**src/common/heartPkg.sv**
```systemverilog
/* Shared widths, FIR coefficient table and seven-segment codes for the monitor.
   Coefficients are the low-pass taps scaled by 1024; segment codes are active low. */
package heartPkg;

	// ADC frame and sample widths
	localparam int FrameBits = 16;
	localparam int SampleBits = 10;

	// FIR shape
	localparam int TapCount = 31;
	localparam int CoefShift = 10;

	typedef logic [FrameBits-1:0] frameT;
	typedef logic [SampleBits-1:0] sampleT;
	// wide enough for the saturated 31-tap sum
	typedef logic [19:0] accT;
	typedef logic [11:0] rateT;
	typedef logic [7:0] countT;
	typedef logic [3:0] digitT;
	typedef logic [6:0] segT;
	// one-hot, bit 0 is the ones digit
	typedef logic [2:0] selT;

	// entries 0..14 serve mirrored tap pairs, entry 15 is the centre tap
	localparam logic [6:0] CoefTable [16] = '{
		7'd3, 7'd4, 7'd6, 7'd8, 7'd12, 7'd17, 7'd23, 7'd29,
		7'd36, 7'd43, 7'd50, 7'd56, 7'd61, 7'd65, 7'd67, 7'd68
	};

	// hex digit patterns, segment g in bit 6
	localparam segT SegTable [16] = '{
		7'b100_0000, 7'b111_1001, 7'b010_0100, 7'b011_0000,
		7'b001_1001, 7'b001_0010, 7'b000_0010, 7'b111_1000,
		7'b000_0000, 7'b001_1000, 7'b000_1000, 7'b000_0011,
		7'b010_0111, 7'b010_0001, 7'b000_0110, 7'b000_1110
	};

	// digit position shown by the display scan
	typedef enum logic [1:0] {
		scanOnes,
		scanTens,
		scanHundreds
	} scanStateT;

endpackage

```
**src/verilog/spiFrameRx.sv**
```systemverilog
/* Frames are counted from the first sck edge after reset; no chip select.
   Only the low 10 bits of each 16-bit frame leave this block. */
`timescale 1ns/1ps

module spiFrameRx (
	input logic sck,
	input logic reset,
	input logic sdo,
	output heartPkg::sampleT sample,
	output logic sampleValid
);

	// position of the bit captured on the current edge
	logic [3:0] bitCount;
	// first 15 bits of the frame, MSB first
	logic [heartPkg::FrameBits-2:0] shiftReg;
	heartPkg::frameT frame;
	logic lastBit;

	// full frame as seen on the edge of its last bit
	assign frame = {shiftReg, sdo};
	assign lastBit = (bitCount == 4'd15);

	// bit counter wraps once per frame
	always_ff @(posedge sck, posedge reset)
	begin
		if (reset)
		begin
			bitCount <= '0;
			sampleValid <= 1'b0;
		end
		else
		begin
			bitCount <= bitCount + 4'd1;
			// strobe in the cycle after bit 15 lands
			sampleValid <= lastBit;
		end
	end

	// data path, no reset needed
	always_ff @(posedge sck)
	begin
		shiftReg <= frame[heartPkg::FrameBits-2:0];
		if (lastBit)
		begin
			// upper 6 bits are channel and padding
			sample <= frame[heartPkg::SampleBits-1:0];
		end
	end

endmodule

```
**src/filter/firFilter.sv**
```systemverilog
/* Symmetric 31-tap low-pass FIR, one output per input strobe, 2 cycles of latency.
   Output is floor(sum / 1024) clamped to 1023. */
`timescale 1ns/1ps

module firFilter (
	input logic sck,
	input logic reset,
	input heartPkg::sampleT sample,
	input logic sampleValid,
	output heartPkg::sampleT filtered,
	output logic filteredValid
);

	localparam int AccBits = $bits(heartPkg::accT);
	localparam int HalfTaps = heartPkg::TapCount / 2;

	// delay line, highest index is the newest sample
	heartPkg::sampleT taps [heartPkg::TapCount];
	// delay line as it looks after the incoming sample
	heartPkg::sampleT nextTaps [heartPkg::TapCount];
	// one extra bit catches overflow of the full-scale sum
	logic [AccBits:0] sumWide;
	heartPkg::accT acc;
	logic accValid;

	// shifted view of the line
	always_comb
	begin
		for (int i = 0; i < heartPkg::TapCount - 1; i++)
		begin
			nextTaps[i] = taps[i+1];
		end
		nextTaps[heartPkg::TapCount-1] = sample;
	end

	// pre-add mirrored taps, then multiply-accumulate
	always_comb
	begin
		sumWide = '0;
		for (int k = 0; k < HalfTaps; k++)
		begin
			sumWide = sumWide + heartPkg::CoefTable[k]
				* ({1'b0, nextTaps[k]} + {1'b0, nextTaps[heartPkg::TapCount-1-k]});
		end
		// centre tap has no partner
		sumWide = sumWide + heartPkg::CoefTable[HalfTaps] * nextTaps[HalfTaps];
	end

	// delay line starts at zero
	always_ff @(posedge sck, posedge reset)
	begin
		if (reset)
		begin
			for (int i = 0; i < heartPkg::TapCount; i++)
			begin
				taps[i] <= '0;
			end
		end
		else if (sampleValid)
		begin
			taps <= nextTaps;
		end
	end

	// valid strobe pipeline
	always_ff @(posedge sck, posedge reset)
	begin
		if (reset)
		begin
			accValid <= 1'b0;
			filteredValid <= 1'b0;
		end
		else
		begin
			accValid <= sampleValid;
			filteredValid <= accValid;
		end
	end

	always_ff @(posedge sck)
	begin
		// stage 1, saturate so the later shift never exceeds 1023
		if (sampleValid)
		begin
			acc <= sumWide[AccBits] ? '1 : sumWide[AccBits-1:0];
		end
		// stage 2, drop the coefficient scale
		if (accValid)
		begin
			filtered <= heartPkg::sampleT'(acc >> heartPkg::CoefShift);
		end
	end

endmodule

```
**src/peak/peakFinder.sv**
```systemverilog
/* Peak detector on the slope history of the filtered stream.
   WindowBits must be even; a peak blocks new peaks for HoldSamples filtered values. */
`timescale 1ns/1ps

module peakFinder #(
	parameter int WindowBits = 128,
	parameter int LeftMax = 55,
	parameter int RightMin = 40,
	parameter int HoldSamples = 128
) (
	input logic sck,
	input logic reset,
	input heartPkg::sampleT filtered,
	input logic filteredValid,
	output logic peakPulse,
	output logic peakLed,
	output heartPkg::countT peakCount
);

	localparam int HalfBits = WindowBits / 2;
	localparam int SumBits = $clog2(HalfBits + 1);
	localparam int HoldBits = $clog2(HoldSamples + 1);

	// bit 0 newest, 1 means the value did not rise
	logic [WindowBits-1:0] history;
	// ones in history[HalfBits-1:0]
	logic [SumBits-1:0] newerSum;
	// ones in history[WindowBits-1:HalfBits]
	logic [SumBits-1:0] olderSum;
	heartPkg::sampleT prevValue;
	logic [HoldBits-1:0] holdCount;
	logic slopeBit;
	logic midBit;
	logic oldestBit;
	logic holdActive;
	logic peakFire;

	assign slopeBit = (filtered <= prevValue);
	// bit moving from newer half into older half
	assign midBit = history[HalfBits-1];
	// bit leaving the window
	assign oldestBit = history[WindowBits-1];
	assign holdActive = (holdCount != '0);

	// long rise then a mostly flat or falling stretch
	assign peakFire = (olderSum <= LeftMax) && (newerSum >= RightMin) && !holdActive;

	// slope history and running half sums
	always_ff @(posedge sck, posedge reset)
	begin
		if (reset)
		begin
			history <= '1;
			newerSum <= SumBits'(HalfBits);
			olderSum <= SumBits'(HalfBits);
			prevValue <= '0;
		end
		else if (filteredValid)
		begin
			history <= {history[WindowBits-2:0], slopeBit};
			newerSum <= newerSum + SumBits'(slopeBit) - SumBits'(midBit);
			olderSum <= olderSum + SumBits'(midBit) - SumBits'(oldestBit);
			prevValue <= filtered;
		end
	end

	// peak decision, hold-off and running count
	always_ff @(posedge sck, posedge reset)
	begin
		if (reset)
		begin
			peakPulse <= 1'b0;
			peakCount <= '0;
			holdCount <= '0;
		end
		else
		begin
			peakPulse <= 1'b0;
			if (filteredValid)
			begin
				if (peakFire)
				begin
					peakPulse <= 1'b1;
					peakCount <= peakCount + 1'b1;
					holdCount <= HoldBits'(HoldSamples);
				end
				else if (holdActive)
				begin
					holdCount <= holdCount - 1'b1;
				end
			end
		end
	end

	// lit for the whole hold-off
	assign peakLed = holdActive;

endmodule

```
**src/verilog/rateCounter.sv**
```systemverilog
/* Rate over a window of WindowSamples filtered values, saturated at 999 bpm.
   A peak from the value that closes a window is counted in the next window. */
`timescale 1ns/1ps

module rateCounter #(
	parameter int WindowSamples = 1250,
	parameter int RateScale = 6
) (
	input logic sck,
	input logic reset,
	input logic filteredValid,
	input logic peakPulse,
	output heartPkg::rateT bpm
);

	localparam int CountBits = $clog2(WindowSamples + 1);
	localparam int ProductBits = $bits(heartPkg::countT) + $clog2(RateScale + 1);
	localparam int RateMax = 999;

	logic [CountBits-1:0] sampleCount;
	heartPkg::countT windowPeaks;
	logic [ProductBits-1:0] scaled;
	logic windowClose;

	assign scaled = ProductBits'(windowPeaks) * ProductBits'(RateScale);
	assign windowClose = filteredValid && (sampleCount == CountBits'(WindowSamples - 1));

	// peakPulse trails filteredValid by one cycle, so the two never meet
	always_ff @(posedge sck, posedge reset)
	begin
		if (reset)
		begin
			sampleCount <= '0;
			windowPeaks <= '0;
			bpm <= '0;
		end
		else if (windowClose)
		begin
			bpm <= (scaled > RateMax) ? heartPkg::rateT'(RateMax) : heartPkg::rateT'(scaled);
			// fresh window
			sampleCount <= '0;
			windowPeaks <= '0;
		end
		else
		begin
			if (filteredValid)
			begin
				sampleCount <= sampleCount + 1'b1;
			end
			if (peakPulse)
			begin
				windowPeaks <= windowPeaks + 1'b1;
			end
		end
	end

endmodule

```
**src/display/digitSplit.sv**
```systemverilog
/* Binary to three decimal digits by shift-and-add-3.
   Values above 999 show only their low three decimal digits. */
`timescale 1ns/1ps

module digitSplit (
	input heartPkg::rateT bpm,
	output heartPkg::digitT ones,
	output heartPkg::digitT tens,
	output heartPkg::digitT hundreds
);

	localparam int RateBits = $bits(heartPkg::rateT);
	localparam int DigitCount = 3;

	// packed decimal result, ones in the low nibble
	logic [4*DigitCount-1:0] bcd;

	always_comb
	begin
		bcd = '0;
		// walk the binary value from its MSB
		for (int i = RateBits - 1; i >= 0; i--)
		begin
			// adjust any digit that would pass 9 after doubling
			for (int d = 0; d < DigitCount; d++)
			begin
				if (bcd[4*d +: 4] >= 4'd5)
				begin
					bcd[4*d +: 4] = bcd[4*d +: 4] + 4'd3;
				end
			end
			// carry out of the hundreds digit is dropped
			bcd = {bcd[4*DigitCount-2:0], bpm[i]};
		end
	end

	assign ones = bcd[3:0];
	assign tens = bcd[7:4];
	assign hundreds = bcd[11:8];

endmodule

```
**src/display/displayScan.sv**
```systemverilog
/* Multiplexes three seven-segment digits, ScanDivide sck cycles each.
   ScanDivide must be at least 2; disp and segments are active low. */
`timescale 1ns/1ps

module displayScan #(
	parameter int ScanDivide = 3000
) (
	input logic sck,
	input logic reset,
	input heartPkg::digitT ones,
	input heartPkg::digitT tens,
	input heartPkg::digitT hundreds,
	output heartPkg::selT disp,
	output heartPkg::segT sevenOut
);

	localparam int DivBits = $clog2(ScanDivide);

	logic [DivBits-1:0] divCount;
	heartPkg::scanStateT state;
	heartPkg::scanStateT nextState;
	heartPkg::digitT digit;
	heartPkg::selT select;
	logic slotEnd;

	assign slotEnd = (divCount == DivBits'(ScanDivide - 1));

	// scan order ones, tens, hundreds
	always_comb
	begin
		case (state)
			heartPkg::scanOnes: nextState = heartPkg::scanTens;
			heartPkg::scanTens: nextState = heartPkg::scanHundreds;
			default: nextState = heartPkg::scanOnes;
		endcase
	end

	// slot timer and digit position
	always_ff @(posedge sck, posedge reset)
	begin
		if (reset)
		begin
			divCount <= '0;
			state <= heartPkg::scanOnes;
		end
		else if (slotEnd)
		begin
			divCount <= '0;
			state <= nextState;
		end
		else
		begin
			divCount <= divCount + 1'b1;
		end
	end

	// digit mux and one-hot select
	always_comb
	begin
		case (state)
			heartPkg::scanTens:
			begin
				digit = tens;
				select = 3'b010;
			end
			heartPkg::scanHundreds:
			begin
				digit = hundreds;
				select = 3'b100;
			end
			default:
			begin
				digit = ones;
				select = 3'b001;
			end
		endcase
	end

	// common-anode drivers pull low
	assign disp = ~select;
	assign sevenOut = heartPkg::SegTable[digit];

endmodule

```
**src/verilog/heartMonitor.sv**
```systemverilog
/* Heart rate monitor top on a single clock sck; the ADC sends a 16-bit frame every 16 cycles.
   leds shows the running peak count, bpm the last window's rate. */
`timescale 1ns/1ps

module heartMonitor #(
	parameter int WindowBits = 128,
	parameter int LeftMax = 55,
	parameter int RightMin = 40,
	parameter int HoldSamples = 128,
	parameter int WindowSamples = 1250,
	parameter int RateScale = 6,
	parameter int ScanDivide = 3000
) (
	input logic sck,
	input logic reset,
	input logic sdo,
	output logic peakLed,
	output heartPkg::countT leds,
	output heartPkg::rateT bpm,
	output heartPkg::selT disp,
	output heartPkg::segT sevenOut
);

	// sample strobes between stages
	heartPkg::sampleT sample;
	logic sampleValid;
	heartPkg::sampleT filtered;
	logic filteredValid;
	logic peakPulse;
	// decimal digits of bpm
	heartPkg::digitT ones;
	heartPkg::digitT tens;
	heartPkg::digitT hundreds;

	spiFrameRx spiFrameRx_inst (
		.sck(sck),
		.reset(reset),
		.sdo(sdo),
		.sample(sample),
		.sampleValid(sampleValid)
	);

	firFilter firFilter_inst (
		.sck(sck),
		.reset(reset),
		.sample(sample),
		.sampleValid(sampleValid),
		.filtered(filtered),
		.filteredValid(filteredValid)
	);

	// running peak count goes straight to the LEDs
	peakFinder #(
		.WindowBits(WindowBits),
		.LeftMax(LeftMax),
		.RightMin(RightMin),
		.HoldSamples(HoldSamples)
	) peakFinder_inst (
		.sck(sck),
		.reset(reset),
		.filtered(filtered),
		.filteredValid(filteredValid),
		.peakPulse(peakPulse),
		.peakLed(peakLed),
		.peakCount(leds)
	);

	rateCounter #(
		.WindowSamples(WindowSamples),
		.RateScale(RateScale)
	) rateCounter_inst (
		.sck(sck),
		.reset(reset),
		.filteredValid(filteredValid),
		.peakPulse(peakPulse),
		.bpm(bpm)
	);

	digitSplit digitSplit_inst (
		.bpm(bpm),
		.ones(ones),
		.tens(tens),
		.hundreds(hundreds)
	);

	displayScan #(
		.ScanDivide(ScanDivide)
	) displayScan_inst (
		.sck(sck),
		.reset(reset),
		.ones(ones),
		.tens(tens),
		.hundreds(hundreds),
		.disp(disp),
		.sevenOut(sevenOut)
	);

endmodule

```
**config.mk**
```make
export PLATFORM = sky130hd
export DESIGN_NAME = heartMonitor
export DESIGN_NICKNAME = d
export VERILOG_FILES = /design/src/common/heartPkg.sv /design/src/verilog/spiFrameRx.sv /design/src/filter/firFilter.sv /design/src/peak/peakFinder.sv /design/src/verilog/rateCounter.sv /design/src/display/digitSplit.sv /design/src/display/displayScan.sv /design/src/verilog/heartMonitor.sv
export SDC_FILE = /design/constraint.sdc
export NUM_CORES = 2
export LEC_CHECK = 0
export BUFFER_PORTS_ARGS = -buffer_cell sky130_fd_sc_hd__buf_2
export CORE_MARGIN = 2
export CORE_UTILIZATION = 45
export CTS_CLUSTER_DIAMETER = 50
export CTS_CLUSTER_SIZE = 20
export DETAILED_ROUTE_END_ITERATION = 16
export PLACE_DENSITY = 0.63
export SKIP_CTS_REPAIR_TIMING = 1
export SLEW_MARGIN = 20
export SYNTH_ARGS = -nofsm -noshare
export SYNTH_HDL_FRONTEND = slang
export SYNTH_SLANG_ARGS = --single-unit
export TNS_END_PERCENT = 50
```
**constraint.sdc**
```tcl
create_clock -name sck -period 20.5 [get_ports sck]
set_clock_uncertainty 0.05 [all_clocks]
set_input_delay 2.05 -clock sck [delete_from_list [all_inputs] [get_ports sck]]
set_output_delay 2.05 -clock sck [all_outputs]
set_load 0.03 [all_outputs]
```
==> metrics.md <==
| Metric | Value |
|---|---|
| Unrepaired setup endpoints after global routing | false |
| Slowest stage cell, crit path | a32oi_2 |
| R2r setup slk | 8.57 ns |
| Hold Crit Class | reg2reg |
| Worst-path fanout max | 11 |
| DRC violation count after routing | 0 |
| CP arrival | 12.47 ns |
| Vias/cell | 5.103 |
| Main area contributors after synthesis | dfrtp_1, fa_1, ha_1, mux2_2, dfstp_2 |
| Register bit total from synthesis | 559 |
| CTS Buffer Depth | 3 |
| Syn nets | 4,860 |
| Sequential-to-total area share from yosys stat | 31.84% |
| IO Port Bufs | 32 |
| Element type at the critical path start | register |
| Kind of critical path | reg2out |
| Via Count | 27,160 |
| Setup violations, final | 0 |
| Most used DFF post-synth | dfrtp_1 |
| Row count | 115 |
| WL final | 94,410 um |
| Initial cell density of the core | 45.42% |
| Share of cells above drive strength 1 | 19.48% |
| Crit path top cell by count | ha_1 |
| Critical path endpoint category | primary output |
| Clk root buf | clkbuf_16 |
| Leak pwr | 24.77 nW |
| Max VDD drop | 0.06526 mV |
| TritonCTS clock tree | built |
| Sw Share | 28.38% |
| Die width | 319.4 um |
| Int Power | 2.080 mW |
| Core area | 98,560 sq um |
| Synth Instances | 3,915 |
| Sink Count | 559 |
| Top Ports | 34 |
| Total net switching power | 0.8244 mW |
| CTS H-tree depth | 3 |
| Largest net degree at the start of global routing | 169 |
| Pwr dens | 59.19 nW/um^2 |
| Tot Pwr | 2.905 mW |
| DR WL/cell | 17.74 um |
| Slew @ Worst Pin | 1.181 ns |
| First-pass GRT wire length | 154,600 um |
| Sequential Power Share | 39.6% |
| Fin crit period | 14.57 ns |
| Final Hold Vio Count | 0 |
| Clock power frac | 46.3% |
| Slew Limit Fails | 0 |
| Residual overflow from global routing | 0 |
| DR pass1 iterations | 5 |
| Max incr delay on CP | 0.66 ns |
| Tcrit/Tclk final | 71.07% |
| Req. time, crit path | 18.40 ns |
| DP HPWL | 75,760 um |
| Post-Syn Area | 44,770 sq um |
| Synthesized area per cell | 11.44 sq um |
| Fraction of registers with async set/reset | 93.02% |
| Max-Slew Margin vs Limit | 20.71% |
| Number of max-cap violations | 0 |
| Dominant cell type by area after synthesis | dfrtp_1 |
| Area share of the largest cell type after synthesis | 21.80% |
| Yosys warns | 0 |
| Run status | finished clean |
| TNS Setup | 0 ns |
| Die ar. | 102,000 sq um |
| Drt first-iter violations | 1,215 |
| Num CTS Buffers | 75 |
| GRT Util Overall | 19.22% |
| Synth cell count leaders | inv_1, ha_1, mux2_2 |
| Combinational share of power | 14.1% |
| Clock-pin slew on the worst setup and hold paths | 0.06 ns |
| Count leader, synth | inv_1 |
| Nets | 4,919 |
| Yosys cell types | 91 |
| Initial antenna violation count | 2 |
| Area Growth Syn to Fin | 9.611% |
| Vias in the first global route | 28,640 |
| Final Wtd Congestion | 0.8960 |
| Maximum clock frequency | 68.64 MHz |
| Antenna viol nets, final | 0 |
| Post-synth EDFFs | 30 |
| Latest clock arrival within the worst-skew pair | 0.64 ns |
| Die H | 319.4 um |
[per-stage QoR]
step | cells | utilization, % | cell area (sq um) | worst slack (ns) | hold WS, ns
final | 5323 | 49.79 | 49070 | 5.931 | 0.2999
after global routing | 5322 | 49.79 | 49070 | 4.856 | 0.3094
after CTS | 5322 | 49.78 | 49060 | 5.953 | 0.2957
after detailed placement | 5184 | 47.11 | 46440 | 6.714 | 0.2855
after global placement | 5184 | 47.11 | 46440 | 6.939 | 0.2823
after floorplan | 3915 | - | 44770 | 4.088 | 0.2765
[layout make-up]
type                    count  area (sq um)
multi-input cells        2519         27350
fillers                  8814         49490
inverters                 768          2890
diodes                      1         2.502
clock inverters            55         660.6
well taps                1287          1610
flip-flops and latches    559         14260
repair buffers             51         327.8
clock buffers              83          1967
[routing by layer]
metal	vias up	track usage [%]	part of all wire [%]
met5	-	0	0.014
met4	2	5.650	2.8
li1	13060	-	-
met2	372	31.50	47
met3	143	3.527	4.2
met1	13580	26.00	46
[cells in the final DEF, fill, tap and decap left out, drive strengths merged, types with 14 or more instances in the layout]
master | Yosys | final
inv | 766 | 789
ha | 546 | 546
mux2 | 432 | 432
fa | 396 | 396
dfrtp | 390 | 390
a21oi | 193 | 193
xnor2 | 186 | 186
dfstp | 130 | 130
o21bai | 118 | 118
nor2 | 92 | 92
clkbuf | 61 | 83
nand2 | 72 | 72
o21ai | 68 | 68
xor2 | 66 | 66
a21o | 62 | 62
buf | 8 | 51
edfxtp | 30 | 30
nand2b | 28 | 28
nand3 | 27 | 27
nor2b | 27 | 27
clkinv | 2 | 27
mux2i | 25 | 25
nand4 | 19 | 19
nor3 | 18 | 18
and3 | 14 | 14
[power by group through the flow]
stage | clock [mW] | combinational [mW] | sequential (mW)
after floorplan | 0 | 0.311 | 1.16
after global placement | 0 | 0.403 | 1.17
after detailed placement | 0 | 0.415 | 1.17
after CTS | 1.39 | 0.418 | 1.15
after global routing | 1.43 | 0.478 | 1.15
final | 1.35 | 0.409 | 1.15
[path summary, 6_finish.rpt]
path | from | end | cells past startpoint
setup / recovery | rateCounter_inst.bpm[9] | sevenOut[3] | 49
hold / removal | spiFrameRx_inst.shiftReg[0] | spiFrameRx_inst.shiftReg[1] | 0
setup reg to reg | firFilter_inst.nextTaps[100] | firFilter_inst.acc[10] | 38
hold reg to reg | spiFrameRx_inst.shiftReg[0] | spiFrameRx_inst.shiftReg[1] | 0
max in group asynchronous | reset | rateCounter_inst.bpm[0] | 4
min in group asynchronous | reset | firFilter_inst.nextTaps[53] | 2
[registers in the layout, indices dropped and copies added, names as in the netlist, 7 cells and up]
name,flops
displayScan_inst.divCount,12
firFilter_inst.acc,10
firFilter_inst.filtered,10
firFilter_inst.nextTaps,300
peakFinder_inst.history,128
peakFinder_inst.holdCount,8
peakFinder_inst.newerSum,7
peakFinder_inst.olderSum,7
peakFinder_inst.peakCount,8
peakFinder_inst.prevValue,10
rateCounter_inst.bpm,11
rateCounter_inst.sampleCount,11
rateCounter_inst.windowPeaks,8
spiFrameRx_inst.sample,10
spiFrameRx_inst.shiftReg,9
[critical path: cells and delay by family (launching register included)]
kind	cells	cell delay [ns]
xor gates and xnor gates	6	1.36
adders and majority gates	9	2.35
and+or+nand+nor	15	2.99
AOI/OAI and AO/OA	9	3.15
buffers and inverters	7	0.76
muxes	3	0.65
DFF	1	0.57
[kinds of logic after synthesis]
kind of cell	Yosys count	synth area share (%)
xor+xnor	252	4.946
compound gates	539	7.995
other cells	1	0.008376
mux	457	11.49
simple gates	328	3.661
flops	559	31.84
buf+inv	837	7.096
fa+ha+maj	942	32.97
Power figures use the tool's default switching activity.
